## config.mk

```make
export PLATFORM = sky130hd
export DESIGN_NAME = reorder_buffer_flat
export DESIGN_NICKNAME = d
export VERILOG_FILES = /design/src/logic/ooo_pkg.sv /design/src/logic/cdb_if.sv /design/src/logic/reorder_buffer.sv /design/src/flat_wrapper.sv
export SDC_FILE = /design/constraint.sdc
export NUM_CORES = 1
export LEC_CHECK = 0
export ABC_AREA = 1
export BUFFER_PORTS_ARGS = -buffer_cell sky130_fd_sc_hd__buf_4
export CAP_MARGIN = 5
export CELL_PAD_IN_SITES_DETAIL_PLACEMENT = 1
export CELL_PAD_IN_SITES_GLOBAL_PLACEMENT = 1
export CORE_ASPECT_RATIO = 0.6
export CORE_MARGIN = 2
export CORE_UTILIZATION = 29
export DETAILED_ROUTE_END_ITERATION = 8
export GPL_TIMING_DRIVEN = 0
export PLACE_DENSITY = 0.61
export SYNTH_ARGS = -nofsm -noshare
export SYNTH_HDL_FRONTEND = slang
export SYNTH_SLANG_ARGS = --single-unit
```

## constraint.sdc

```tcl
create_clock -name clock -period 3.7 [get_ports clock]
set_input_delay 0.74 -clock clock [delete_from_list [all_inputs] [get_ports clock]]
set_output_delay 0.74 -clock clock [all_outputs]
set_load 0.03 [all_outputs]
```

## src/logic/ooo_pkg.sv

```systemverilog
// shared sizes and types for the integer out-of-order back end
// sizes are fixed here, no module takes a size parameter
// free queue depth assumes at most ROB_SIZE destinations in flight
package ooo_pkg;

    localparam int XLEN       = 32;
    localparam int AREG_COUNT = 32;
    localparam int PREG_COUNT = 64;
    localparam int ROB_SIZE   = 16;
    localparam int RS_SIZE    = 4;
    localparam int FREE_COUNT = PREG_COUNT - AREG_COUNT;  // regs 32..63 free at reset

    typedef logic [XLEN-1:0]                 word_t;
    typedef logic [$clog2(AREG_COUNT)-1:0]   areg_t;
    typedef logic [$clog2(PREG_COUNT)-1:0]   preg_t;
    typedef logic [$clog2(ROB_SIZE)-1:0]     rob_idx_t;
    typedef logic [$clog2(ROB_SIZE):0]       rob_cnt_t;   // 0..ROB_SIZE
    typedef logic [$clog2(RS_SIZE)-1:0]      rs_idx_t;
    typedef logic [$clog2(FREE_COUNT)-1:0]   free_idx_t;
    typedef logic [$clog2(FREE_COUNT):0]     free_cnt_t;  // 0..FREE_COUNT

    // x0, never renamed, backed by physical reg 0
    localparam areg_t ZERO_REG = '0;

    typedef enum logic [3:0] {
        ALU_ADD,
        ALU_SUB,
        ALU_AND,
        ALU_OR,
        ALU_XOR,
        ALU_SLL,
        ALU_SRL,
        ALU_SRA,
        ALU_SLT,
        ALU_SLTU
    } alu_func_t;

endpackage

```

## src/logic/cdb_if.sv

```systemverilog
// common data bus, one result per cycle from the single ALU
// valid is a one cycle pulse, payload only meaningful while it is high
`timescale 1ns/1ps

interface cdb_if import ooo_pkg::*; ();

    logic     valid;
    word_t    value;
    preg_t    dest_preg;   // tag for wakeup and prf write
    rob_idx_t rob_idx;     // slot to mark done

    // ALU drives the bus
    modport source (output valid, value, dest_preg, rob_idx);

    // station, prf and rob listen
    modport sink (input valid, value, dest_preg, rob_idx);

endinterface

```

## src/logic/reorder_buffer.sv

```systemverilog
// circular reorder buffer, one dispatch and one commit per cycle
// commit outputs are registered, one cycle after the head is seen done
// halt takes a slot only, done at dispatch, maps to x0 and frees nothing
// dispatch_ready also folds in the station full level for non-halt ops
`timescale 1ns/1ps

module reorder_buffer import ooo_pkg::*; (
    input  logic     clock,
    input  logic     reset,
    input  logic     dispatch_valid,
    input  logic     dispatch_halt,
    input  logic     rs_full,
    input  areg_t    dest_areg,
    input  preg_t    dest_preg,
    cdb_if.sink      cdb,
    output logic     dispatch_ready,
    output logic     accept,
    output rob_idx_t tail,
    output logic     commit_valid,
    output logic     commit_halt,
    output areg_t    commit_areg,
    output preg_t    commit_preg
);

    rob_idx_t            head;
    rob_cnt_t            count;
    logic [ROB_SIZE-1:0] done;
    areg_t               areg_q [ROB_SIZE];
    preg_t               preg_q [ROB_SIZE];
    logic                halt_q [ROB_SIZE];
    logic                full;
    logic                take;
    logic                retire;

    assign full           = (count == rob_cnt_t'(ROB_SIZE));
    assign dispatch_ready = !full && (dispatch_halt || !rs_full);
    assign take           = dispatch_valid && dispatch_ready;
    assign accept         = take && !dispatch_halt;   // rename + station write
    assign retire         = (count != '0) && done[head];

    // entry payload and commit payload
    always_ff @(posedge clock) begin
        if (take) begin
            areg_q[tail] <= dispatch_halt ? ZERO_REG : dest_areg;
            preg_q[tail] <= dispatch_halt ? '0 : dest_preg;
            halt_q[tail] <= dispatch_halt;
        end
        if (retire) begin
            commit_areg <= areg_q[head];
            commit_preg <= preg_q[head];
        end
    end

    ////////////////////////////////////////
    // pointers, done bits, commit strobes
    ////////////////////////////////////////
    always_ff @(posedge clock) begin
        if (reset) begin
            head         <= '0;
            tail         <= '0;
            count        <= '0;
            done         <= '0;
            commit_valid <= 1'b0;
            commit_halt  <= 1'b0;
        end else begin
            commit_valid <= retire;
            commit_halt  <= retire && halt_q[head];
            if (cdb.valid)
                done[cdb.rob_idx] <= 1'b1;        // result written back
            if (retire) begin
                done[head] <= 1'b0;
                head       <= head + 1'b1;
            end
            if (take) begin
                done[tail] <= dispatch_halt;      // halt needs no execute
                tail       <= tail + 1'b1;
            end
            count <= count + rob_cnt_t'(take) - rob_cnt_t'(retire);
        end
    end

    // dispatch only into a free, cleared slot
    assert property (@(posedge clock) disable iff (reset)
        take |-> !full && !done[tail]);

    // alu results only land on live slots still waiting
    assert property (@(posedge clock) disable iff (reset)
        cdb.valid |-> (count != '0) && !done[cdb.rob_idx]);

endmodule

```

## src/flat_wrapper.sv

```systemverilog
// flat-port wrapper written by rule: the top's interface ports become plain ports
module reorder_buffer_flat import ooo_pkg::*;
  (clock, reset, dispatch_valid, dispatch_halt, rs_full, dest_areg, dest_preg, dispatch_ready, accept, tail, commit_valid, commit_halt, commit_areg, commit_preg, cdb_valid, cdb_value, cdb_dest_preg, cdb_rob_idx);
  cdb_if cdb_i ();
  input  logic clock;
  input  logic reset;
  input  logic dispatch_valid;
  input  logic dispatch_halt;
  input  logic rs_full;
  input  areg_t dest_areg;
  input  preg_t dest_preg;
  output logic dispatch_ready;
  output logic accept;
  output rob_idx_t tail;
  output logic commit_valid;
  output logic commit_halt;
  output areg_t commit_areg;
  output preg_t commit_preg;
  input wire logic [$bits(cdb_i.valid)-1:0] cdb_valid;
  input wire logic [$bits(cdb_i.value)-1:0] cdb_value;
  input wire logic [$bits(cdb_i.dest_preg)-1:0] cdb_dest_preg;
  input wire logic [$bits(cdb_i.rob_idx)-1:0] cdb_rob_idx;
  assign cdb_i.valid = cdb_valid;
  assign cdb_i.value = cdb_value;
  assign cdb_i.dest_preg = cdb_dest_preg;
  assign cdb_i.rob_idx = cdb_rob_idx;
  reorder_buffer u_core (.clock(clock), .reset(reset), .dispatch_valid(dispatch_valid), .dispatch_halt(dispatch_halt), .rs_full(rs_full), .dest_areg(dest_areg), .dest_preg(dest_preg), .cdb(cdb_i), .dispatch_ready(dispatch_ready), .accept(accept), .tail(tail), .commit_valid(commit_valid), .commit_halt(commit_halt), .commit_areg(commit_areg), .commit_preg(commit_preg));
endmodule
```

==> impl_results.md, run 1 <==
- Relative slew slack: 0.136
- Post-detailed-route count of antenna-violating nets: 0
- Min-Delay Path Class: primary input to flip-flop
- CP startpoint kind: flip-flop
- Mean Syn Cell Area: 11.0 um2
- Post-route minimum period: 3.38 ns
- Worst vdd ir: 267 uV
- H-tree depth: 1
- Critical path peak fanout: 14
- Sequential share of the synthesized area: 0.671
- Crit path kind: flip-flop to flip-flop
- Setup Buffers After CTS: 0
- Final setup TNS: 0 ns
- Total wire length: 32400 um
- Crit-path cells: buf_2, nand3_1, nand2_1, nand2_1, nand2_1, inv_2, nand2_8, nand2_4, inv_2, ha_1, inv_1, ha_1, fa_1, nand2_1, a21oi_1, nor2_1, o21ai_0, a21oi_1
- Pwr dens: 676 mW/mm2
- Die area: 0.0365 mm2
- Clk pwr share: 0.325
- DRC Markers: 0
- Synthesis warning total: 0
- Via count: 7159
- DR vias/cell: 4.88
- Reg area: 0.00680 mm2
- Post-route cell area: 0.0119 mm2
- CTS Buf Count: 25
- Share of layout cells above drive strength 1: 0.119
- DRT Pass-1 Iters: 5
- CTS clk-pin slew, worst paths: 0.07 ns
- Initial core utilization: 0.298
- Setup Viol. Count Final: 0
- Slew @ Worst Pin: 1.29 ns
- Switching pwr: 2.79 mW
- Max-slew violation count: 0
- Internal cell power: 5.23 mW
- Total power: 8.02 mW
- Row cnt: 52
- Die Height: 149 um
- Post-DR wirelength/cell: 22.1 um
- Number of global-route vias before repair: 7231
- Die X-Extent: 245 um
- Pin count of the biggest net entering global routing: 19
- Placer Congestion: 0.794
- Comb pwr share: 0.281
- Crit. End Element: flip-flop
- Clk sinks: 238
- RSZ-0062 raised after global routing: false
- Nets: 1063
- Placed cell area: 0.0110 mm2
- First-pass GRT wire length: 47600 um
- Area delta synth->final: 17.2%
- Post-CTS Resized: 0
- Worst path depth: 18
- Cts hold-fix bufs: 0
- Post-synthesis register bit count: 238
- Clk root buf: clkbuf_16
- Family with the most delay on the worst path: simple AND/OR/NAND/NOR gates
- Total gr overflow: 0
- Worst hold slack: 0.552 ns
- TritonCTS clock tree: built
- Final worst-path cycle share: 0.912
- Data arrival, critical path: 3.85 ns
- FMAX: 296 MHz
- I/O pin count: 78
- Fillers: 3773
- Syn Nets: 993
- Status: finished, final reports clean
- Switching part of the total: 0.347
- Port buffer count: 38
- Library cells used by synthesis: 32
- Global-route total usage across every layer: 0.179
- Worst path slowest cell: dfxtp_1
- Worst reg2reg path depth: 18
- Final clock skew: 0.0254 ns
- WP data required: 4.18 ns
- Skew-Pair Late Insertion Delay: 0.54 ns
- Final hold viol count: 0
- Clock Tree Buf Depth: 3
- Cells after Synth: 919
- Core Region: 0.0340 mm2
- Buf/Inv on CP: 4
- Largest stage delay, worst path: 0.56 ns
- Flop pwr share: 0.394
- Cells on Worst Hold Path: 4
- Antenna violations before repair: 1
- Placed wire-length estimate: 22500 um
- Mapped Area: 0.0101 mm2
- N_diodes: 0
- Leak Pwr: 4.25 nW
- DR iter-0 viols: 790
- Final Core Density: 0.349
- Max Cap Viol: 0
- CP dominant cell by count: nand2_1
- Area of the multi-input gates: 0.00276 mm2
[path summary, 6_finish.rpt]
path | from | endpoint | slack (ns)
max | u_core.head[1]$_SDFFE_PP0N_ | u_core.count[4]$_SDFF_PP0_ | 0.32
min | cdb_rob_idx[1] | u_core.done[13]$_SDFF_PP0_ | 0.55
max reg2reg | u_core.head[1]$_SDFFE_PP0N_ | u_core.count[4]$_SDFF_PP0_ | 0.32
min reg2reg | flip-flop | u_core.commit_halt$_SDFF_PP0_ | 0.57
[cells in the mapped netlist]
master / n / area, um2
a21oi_1: 20 / 100
o21ai_1: 3 / 15.0
fa_1: 1 / 20.0
buf_6: 2 / 22.5
nor2_1: 137 / 514
nand3_2: 11 / 110
xnor2_1: 1 / 8.76
dfxtp_1: 35 / 701
nand2_4: 1 / 11.3
nand3_1: 28 / 140
buf_2: 5 / 25.0
inv_2: 6 / 22.5
nand4_1: 13 / 81.3
nand2_8: 1 / 20.0
nor3_1: 2 / 10.0
buf_4: 1 / 7.51
clkbuf_1: 37 / 139
inv_6: 1 / 8.76
o211ai_1: 2 / 15.0
nand2_1: 118 / 443
a31oi_1: 1 / 6.26
inv_1: 84 / 315
edfxtp_1: 203 / 6100
ha_1: 14 / 175
buf_8: 2 / 30.0
a21oi_2: 10 / 87.6
xor2_1: 3 / 26.3
nor2_4: 1 / 11.3
mux2i_1: 4 / 40.0
o22ai_1: 44 / 275
o21ai_0: 126 / 631
o31ai_1: 2 / 15.0
[worst register-to-register path: stages (launching register included)]
cell	delay (ns)
dfxtp_1	0.56
buf_2	0.35
nand3_1	0.12
nand2_1	0.14
nand2_1	0.07
nand2_1	0.08
inv_2	0.06
nand2_8	0.10
nand2_4	0.10
inv_2	0.36
ha_1	0.19
inv_1	0.04
ha_1	0.22
fa_1	0.42
nand2_1	0.10
a21oi_1	0.07
nor2_1	0.13
o21ai_0	0.09
a21oi_1	0.11
[kinds of logic (layout without fill, tap and decap cells)]
family | Yosys count | after routing | share of synthesized area
simple gates | 312 | 312 | 0.132
flops | 238 | 238 | 0.671
compound gates | 208 | 208 | 0.113
buf+inv | 138 | 226 | 0.0564
fa+ha+maj | 15 | 15 | 0.0193
xor+xnor | 4 | 4 | 0.00346
mux | 4 | 4 | 0.00396
[cells in the final DEF, fill, tap and decap left out, drive strengths merged, types with 14 or more instances in the layout]
master / count
edfxtp: 203
nor2: 138
o21ai: 129
nand2: 120
inv: 92
clkbuf: 68
buf: 52
o22ai: 44
nand3: 39
dfxtp: 35
a21oi: 30
ha: 14
[metal layers]
layer	up-vias	routed length [um]	part of all wire	GRT usage
li1	3337	-	-	-
met1	3556	16200	0.50	0.277
met2	225	12800	0.40	0.247
met3	41	2840	0.088	0.0494
met4	0	502	0.015	0.0296
met5	-	0	0	0
[through the flow]
step | setup WS (ns) | instances
4_1_cts | 0.333 | 1464
3_3_place_gp | 0.434 | 1416
5_1_grt | 0.0949 | 1466
2_1_floorplan | 1.07 | 919
3_5_place_dp | 0.354 | 1419
6_report | 0.325 | 1466
[layout make-up]
class,count,share of cell area
timing repair buffer,43,0.0281
clock buffer,30,0.0543
clock inverter,15,0.0151
sequential,238,0.573
buffer,47,0.0189
multi-input combinational,543,0.233
inverter,91,0.0292
tap,459,0.0484
[flip-flops by register name (all words and copies together) (netlist names), named ones only]
name	cells
u_core.halt_q	16
u_core.count	5
u_core.tail	4
u_core.commit_valid	1
u_core.areg_q	80
u_core.commit_preg	6
u_core.done	16
u_core.head	4
u_core.preg_q	96
u_core.commit_halt	1
u_core.commit_areg	5
[power by group through the flow]
stage	sequential, mW	clock (mW)	combinational [mW]
3_3_place_gp	3.22	0	2.16
5_1_grt	3.17	2.74	2.45
4_1_cts	3.16	2.64	2.23
3_5_place_dp	3.22	0	2.22
6_report	3.16	2.61	2.25
2_1_floorplan	3.29	0	1.27
(Power assumes the default switching activity.)
==> run 2: changes to the inputs <==
--- a/config.mk
+++ b/config.mk
@@ -6,15 +6,17 @@
 export NUM_CORES = 1
 export LEC_CHECK = 0
 export ABC_AREA = 1
-export BUFFER_PORTS_ARGS = -buffer_cell sky130_fd_sc_hd__buf_4
+export BUFFER_PORTS_ARGS = -buffer_cell sky130_fd_sc_hd__buf_2
 export CAP_MARGIN = 5
 export CELL_PAD_IN_SITES_DETAIL_PLACEMENT = 1
 export CELL_PAD_IN_SITES_GLOBAL_PLACEMENT = 1
 export CORE_ASPECT_RATIO = 0.6
 export CORE_MARGIN = 2
 export CORE_UTILIZATION = 29
+export CTS_BUF_LIST = sky130_fd_sc_hd__clkbuf_8 sky130_fd_sc_hd__clkbuf_16
 export DETAILED_ROUTE_END_ITERATION = 8
 export GPL_TIMING_DRIVEN = 0
+export HOLD_SLACK_MARGIN = 0.05
 export PLACE_DENSITY = 0.61
 export SYNTH_ARGS = -nofsm -noshare
 export SYNTH_HDL_FRONTEND = slang
==> impl_results.md, run 2 (synthesized netlist as in run 1, its figures left out) <==
- Status: finished, final reports clean
- H-tree depth: 1
- Worst r2r src: u_core.head[1]$_SDFFE_PP0N_
- First-pass GRT wire length: 47600 um
- Pwr dens: 664 mW/mm2
- Die Height: 149 um
- Area of the multi-input gates: 0.00276 mm2
- Cells on Worst Hold Path: 4
- Crit. End Element: flip-flop
- Min-Delay Path Class: primary input to flip-flop
- TritonCTS clock tree: built
- Data arrival, critical path: 3.88 ns
- Worst hold slack: 0.565 ns
- Leak Pwr: 4.24 nW
- Crit-path cells: buf_2, nand3_1, nand2_1, nand2_1, nand2_1, inv_2, nand2_8, nand2_4, inv_2, ha_1, inv_1, ha_1, fa_1, nand2_1, a21oi_1, nor2_1, o21ai_0, a21oi_1
- WP data required: 4.16 ns
- Clk root buf: clkbuf_16
- Die area: 0.0365 mm2
- Max-slew violation count: 0
- Most common cell after layout, fill and taps aside: edfxtp_1
- Reg area: 0.00680 mm2
- Placer Congestion: 0.806
- CP dominant cell by count: nand2_1
- CTS Buf Count: 24
- Global-route total usage across every layer: 0.178
- Number of flip-flops in the largest register: 96
- Clock Tree Buf Depth: 3
- Total wire length: 32000 um
- Post-DR wirelength/cell: 21.8 um
- Placed cell area: 0.0109 mm2
- Placed wire-length estimate: 22100 um
- GRT Max-Usage Layer: met1
- DRC Markers: 0
- I/O pin count: 78
- Share of layout cells above drive strength 1: 0.122
- Nets: 1063
- Skew-Pair Late Insertion Delay: 0.53 ns
- Clk sinks: 238
- Largest reg by FF count: u_core.preg_q
- Antenna violations before repair: 1
- N_diodes: 0
- Relative slew slack: 0.142
- Initial core utilization: 0.298
- Worst vdd ir: 280 uV
- Final hold viol count: 0
- DR vias/cell: 4.87
- Cts hold-fix bufs: 0
- R2r setup slk: 0.28 ns
- Fillers: 3808
- Worst path slowest cell: dfxtp_1
- Via count: 7138
- Crit path kind: flip-flop to flip-flop
- Setup Viol. Count Final: 0
- Critical hold path startpoint: cdb_rob_idx[1]
- Met3 Use GR: 0.0413
- Pin count of the biggest net entering global routing: 19
- Post-detailed-route count of antenna-violating nets: 0
- Area delta synth->final: 15.9%
- Met1 Resource Use GR: 0.285
- DRT Pass-1 Iters: 5
- CP startpoint kind: flip-flop
- Biggest regs: u_core.preg_q: 96 flops, u_core.areg_q: 80 flops
- Total gr overflow: 0
- RSZ-0062 raised after global routing: false
- Total power: 7.79 mW
- Largest stage delay, worst path: 0.57 ns
- Max Cap Viol: 0
- Post-route minimum period: 3.42 ns
- Final clock skew: 0.0114 ns
- Post-route cell area: 0.0117 mm2
- Critical path peak fanout: 14
- Highest-count cells in the layout ignoring fill and taps: 203 x edfxtp_1, 134 x nor2_1, 126 x o21ai_0
- Final Core Density: 0.345
- FF-to-FF End: u_core.count[4]$_SDFF_PP0_
- GR met2 Demand/Resource: 0.244
- Setup Buffers After CTS: 0
- Final worst-path cycle share: 0.923
- Post-CTS Resized: 0
- DR iter-0 viols: 748
- Row cnt: 52
- Die X-Extent: 245 um
- FMAX: 293 MHz
- Port buffer count: 38
- Worst reg2reg path depth: 18
- Slew @ Worst Pin: 1.28 ns
- Final setup TNS: 0 ns
- Worst Hold End: u_core.done[13]$_SDFF_PP0_
- CTS clk-pin slew, worst paths: 0.07 ns
- Number of global-route vias before repair: 7245
- Core Region: 0.0340 mm2
==> run 2: changes by cell type in the layout (fill, tap and decap cells not counted), sizes merged <==
cell,previous run,this run
clkbuf,68,67
buf,52,53
clkinv,9,6
inv,92,98
bufinv,4,1
==> run 2: layout make-up <==
cell class              instances  area share
clock buffers                  29      0.0580
plain buffers                  47      0.0191
repair buffers                 44      0.0215
inverters                      91      0.0295
multi-input cells             543       0.236
flip-flops and latches        238       0.579
clock inverters                15     0.00779
well taps                     459      0.0490
==> run 2: how the worst max path moves through the flow <==
stage / start / end / depth (start not counted)
after global placement: u_core.head[1]$_SDFFE_PP0N_ / u_core.count[4]$_SDFF_PP0_ / 18
after detailed placement: u_core.head[1]$_SDFFE_PP0N_ / u_core.count[4]$_SDFF_PP0_ / 18
after CTS: u_core.head[1]$_SDFFE_PP0N_ / u_core.count[4]$_SDFF_PP0_ / 18
after floorplan: u_core.head[0]$_SDFFE_PP0N_ / u_core.count[4]$_SDFF_PP0_ / 20
after global routing: u_core.head[1]$_SDFFE_PP0N_ / u_core.count[4]$_SDFF_PP0_ / 18
final: u_core.head[1]$_SDFFE_PP0N_ / u_core.count[4]$_SDFF_PP0_ / 18
==> run 2: routing by layer <==
layer	wire length (um)	up-vias
met5	0	-
met4	430	0
met3	2800	32
met2	12500	232
met1	16300	3546
li1	-	3328
==> run 2: stage by stage <==
stage          cells  setup slack (ns)
2_1_floorplan    919              1.07
3_5_place_dp    1418             0.376
4_1_cts         1462             0.316
3_3_place_gp    1416             0.423
5_1_grt         1466            0.0538
6_report        1466             0.284
==> run 2: power breakdown <==
| group | internal, mW | total [mW] | switching, mW |
|---|---|---|---|
| sequential | 3.09 | 3.16 | 0.0665 |
| combinational | 0.591 | 2.22 | 1.63 |
| clock | 1.37 | 2.41 | 1.04 |
| total | 5.05 | 7.79 | 2.74 |
==> run 2: worst max-delay path, delay by kind of cell (launching register included) <==
| kind | cells | cell delay (ns) |
|---|---|---|
| buffers and inverters | 4 | 0.84 |
| adders and majority gates | 3 | 0.83 |
| and+or+nand+nor | 8 | 0.82 |
| DFF | 1 | 0.57 |
| AOI/OAI and AO/OA | 3 | 0.27 |
==> run 3: changes to the inputs <==
--- a/config.mk
+++ b/config.mk
@@ -5,7 +5,6 @@
 export SDC_FILE = /design/constraint.sdc
 export NUM_CORES = 1
 export LEC_CHECK = 0
-export ABC_AREA = 1
 export BUFFER_PORTS_ARGS = -buffer_cell sky130_fd_sc_hd__buf_2
 export CAP_MARGIN = 5
 export CELL_PAD_IN_SITES_DETAIL_PLACEMENT = 1
@@ -15,9 +14,10 @@
 export CORE_UTILIZATION = 29
 export CTS_BUF_LIST = sky130_fd_sc_hd__clkbuf_8 sky130_fd_sc_hd__clkbuf_16
 export DETAILED_ROUTE_END_ITERATION = 8
+export GPL_ROUTABILITY_DRIVEN = 0
 export GPL_TIMING_DRIVEN = 0
 export HOLD_SLACK_MARGIN = 0.05
-export PLACE_DENSITY = 0.61
+export PLACE_DENSITY = 0.58
 export SYNTH_ARGS = -nofsm -noshare
 export SYNTH_HDL_FRONTEND = slang
 export SYNTH_SLANG_ARGS = --single-unit
==> constraint.sdc (replaced) <==
create_clock -name clock -period 3.65 [get_ports clock]
set_input_delay 0.73 -clock clock [delete_from_list [all_inputs] [get_ports clock]]
set_output_delay 0.73 -clock clock [all_outputs]
set_load 0.03 [all_outputs]
==> impl_results.md, run 3 <==
- Status: finished, final reports clean
- Sequential share of the synthesized area: 0.686
- Setup Viol. Count Final: 0
- Max Cap Viol: 0
- Most frequent cells after synthesis: 203 x edfxtp_1, 64 x mux4_2, 35 x dfxtp_1
- Top cell type by total area after synthesis: edfxtp_1
- Die X-Extent: 243 um
- Most common cell after layout, fill and taps aside: edfxtp_1
- DR vias/cell: 5.01
- CTS clk-pin slew, worst paths: 0.07 ns
- Fillers: 3460
- Highest-count cells in the layout ignoring fill and taps: 203 x edfxtp_1, 64 x mux4_2, 47 x buf_2
- Relative slew slack: 0.298
- Main synth FF type: edfxtp_1
- DRC Markers: 0
- CP dominant cell by count: a21oi_2
- Antenna violations before repair: 0
- Worst vdd ir: 275 uV
- Family with the most delay on the worst path: multiplexers
- Data arrival, critical path: 3.99 ns
- Largest stage delay, worst path: 0.53 ns
- R2r setup slk: 0.12 ns
- Placed wire-length estimate: 18300 um
- Min-Delay Path Class: flip-flop to flip-flop
- Crit path kind: flip-flop to flip-flop
- Die area: 0.0357 mm2
- Count leader, synth: edfxtp_1
- Flop pwr share: 0.458
- Final clock skew: 0.0122 ns
- Crit-path cells: buf_4, mux2_2, mux4_2, a32oi_4, clkinvlp_4, ha_1, inv_1, ha_2, fa_2, a21oi_2, nor2_1, or3_1, a21oi_2
- Clk sinks: 238
- Number of global-route vias before repair: 5904
- N_diodes: 0
- Share of layout cells above drive strength 1: 0.297
- Syn Nets: 635
- Via count: 5616
- Setup WS post-layout: 0.122 ns
- Slew @ Worst Pin: 1.05 ns
- Switching part of the total: 0.252
- Mapped Area: 0.00991 mm2
- TritonCTS clock tree: built
- Pwr dens: 577 mW/mm2
- Critical path peak fanout: 4
- RSZ-0062 raised after global routing: false
- Clk root buf: clkbuf_16
- Nets: 720
- CTS Buf Count: 24
- Global-route total usage across every layer: 0.154
- Reg area: 0.00680 mm2
- DR iter-0 viols: 522
- Area of the multi-input gates: 0.00296 mm2
- Pin count of the biggest net entering global routing: 27
- Synthesis warning total: 0
- Total gr overflow: 0
- DRT Pass-1 Iters: 5
- Post-synth EDFFs: 203
- Initial core utilization: 0.294
- Comb pwr share: 0.147
- Number of flip-flops in the largest register: 96
- Cells after Synth: 561
- Die Height: 147 um
- Internal cell power: 5.08 mW
- Place WS: -0.804 ns
- Asr flop ratio synth: 0
- Buf/Inv on CP: 3
- Crit. End Element: flip-flop
- Placed insts: 1072
- Final hold viol count: 0
- CP startpoint kind: flip-flop
- Cts hold-fix bufs: 0
- Switching pwr: 1.71 mW
- Library cells used by synthesis: 50
- Post-route minimum period: 3.53 ns
- Clk pwr share: 0.394
- Max-slew violation count: 0
- WP data required: 4.11 ns
- Final worst-path cycle share: 0.967
- Share of the synthesized area in the top cell type: 0.615
- Core Region: 0.0337 mm2
- Port buffer count: 39
- Post-detailed-route count of antenna-violating nets: 0
- FMAX: 283 MHz
- Largest reg by FF count: u_core.preg_q
- First-pass GRT wire length: 40100 um
- Post-route cell area: 0.0118 mm2
- Clock Tree Buf Depth: 3
- Non-Filler Instances: 1122
- Biggest regs: u_core.preg_q: 96 flops, u_core.areg_q: 80 flops
- Leak Pwr: 3.90 nW
- Worst path slowest cell: mux4_2
- Post-synthesis register bit count: 238
- H-tree depth: 1
- Total wire length: 27300 um
- Placed cell area: 0.0108 mm2
- Main area contributors after synthesis: edfxtp_1 61%, mux4_2 15%, dfxtp_1 7.1%
- Area delta synth->final: 18.7%
- I/O pin count: 78
- Mean Syn Cell Area: 17.7 um2
- Post-DR wirelength/cell: 24.3 um
- Skew-Pair Late Insertion Delay: 0.53 ns
- Row cnt: 52
[run 3: cell count changes after synthesis, moves of 10 or more]
cell,delta
a21oi_2,-10
clkbuf_1,-19
inv_1,-64
mux4_2,+64
nand2_1,-99
nand3_1,-17
nand3_2,-11
nor2_1,-121
nor2b_1,+20
o21ai_0,-125
o22ai_1,-44
[run 3: worst paths after layout]
path,start,endpoint,depth (start not counted)
worst max-delay path,u_core.head[1]$_SDFFE_PP0N_,u_core.count[4]$_SDFF_PP0_,13
worst min-delay path,u_core.tail[1]$_SDFFE_PP0N_,u_core.tail[1]$_SDFFE_PP0N_,2
worst max register to register,u_core.head[1]$_SDFFE_PP0N_,u_core.count[4]$_SDFF_PP0_,13
worst min register to register,u_core.tail[1]$_SDFFE_PP0N_,u_core.tail[1]$_SDFFE_PP0N_,2
[run 3: logic make-up (layout without fill, tap and decap cells)]
| kind of cell | Yosys count | in the layout | share of synthesized area |
|---|---|---|---|
| AOI/OAI and AO/OA | 58 | 58 | 0.0425 |
| xor gates and xnor gates | 6 | 6 | 0.00530 |
| adders and majority gates | 15 | 15 | 0.0197 |
| buffers and inverters | 52 | 154 | 0.0216 |
| DFF | 238 | 238 | 0.686 |
| muxes | 76 | 76 | 0.159 |
| and+or+nand+nor | 116 | 116 | 0.0664 |
[run 3: area by class of cell]
class | count | area share
plain buffers | 28 | 0.0114
clock inverters | 18 | 0.0192
multi-input cells | 271 | 0.251
clock buffers | 25 | 0.0532
flip-flops and latches | 238 | 0.578
inverters | 22 | 0.00734
well taps | 459 | 0.0488
repair buffers | 61 | 0.0306
[run 3: power groups by stage]
| stage | Clock, mW | Sequential (mW) | Combinational (mW) |
|---|---|---|---|
| floorplan | 0 | 3.19 | 0.614 |
| global placement | 0 | 3.17 | 0.894 |
| detailed placement | 0 | 3.17 | 0.941 |
| CTS | 2.73 | 3.11 | 0.965 |
| global route | 2.83 | 3.12 | 1.09 |
| finish | 2.68 | 3.11 | 1.00 |
[run 3: worst min-delay path: stages, from the launching register on]
cell and delay [ns]:
dfxtp_1 0.36, nand2_1 0.07, a21oi_1 0.06
[run 3: metrics by stage]
| stage | setup TNS, ns | total power [mW] | hold WS [ns] | util |
|---|---|---|---|---|
| finish | 0 | 6.79 | 0.535 | 0.349 |
| global route | 0 | 7.04 | 0.585 | 0.349 |
| CTS | 0 | 6.81 | 0.540 | 0.347 |
| detailed placement | -29.95 | 4.11 | 0.531 | 0.321 |
| global placement | -196.17 | 4.06 | 0.520 | 0.317 |
| floorplan | 0 | 3.81 | 0.549 | - |
[run 3: repair_timing]
| action | 4_1_cts | 5_1_grt |
|---|---|---|
| resized for setup | 6 | 6 |
| pin swaps | 1 | 2 |
| buffers inserted | 3 | 6 |
| endpoints found under the setup margin | 41 | 1 |
[run 3: layer usage]
metal,up-vias,global-route usage,share of wire
met5,-,0,0
met4,0,0.0334,0.019
met3,43,0.0349,0.066
met2,172,0.225,0.43
met1,2975,0.234,0.49
li1,2426,-,-
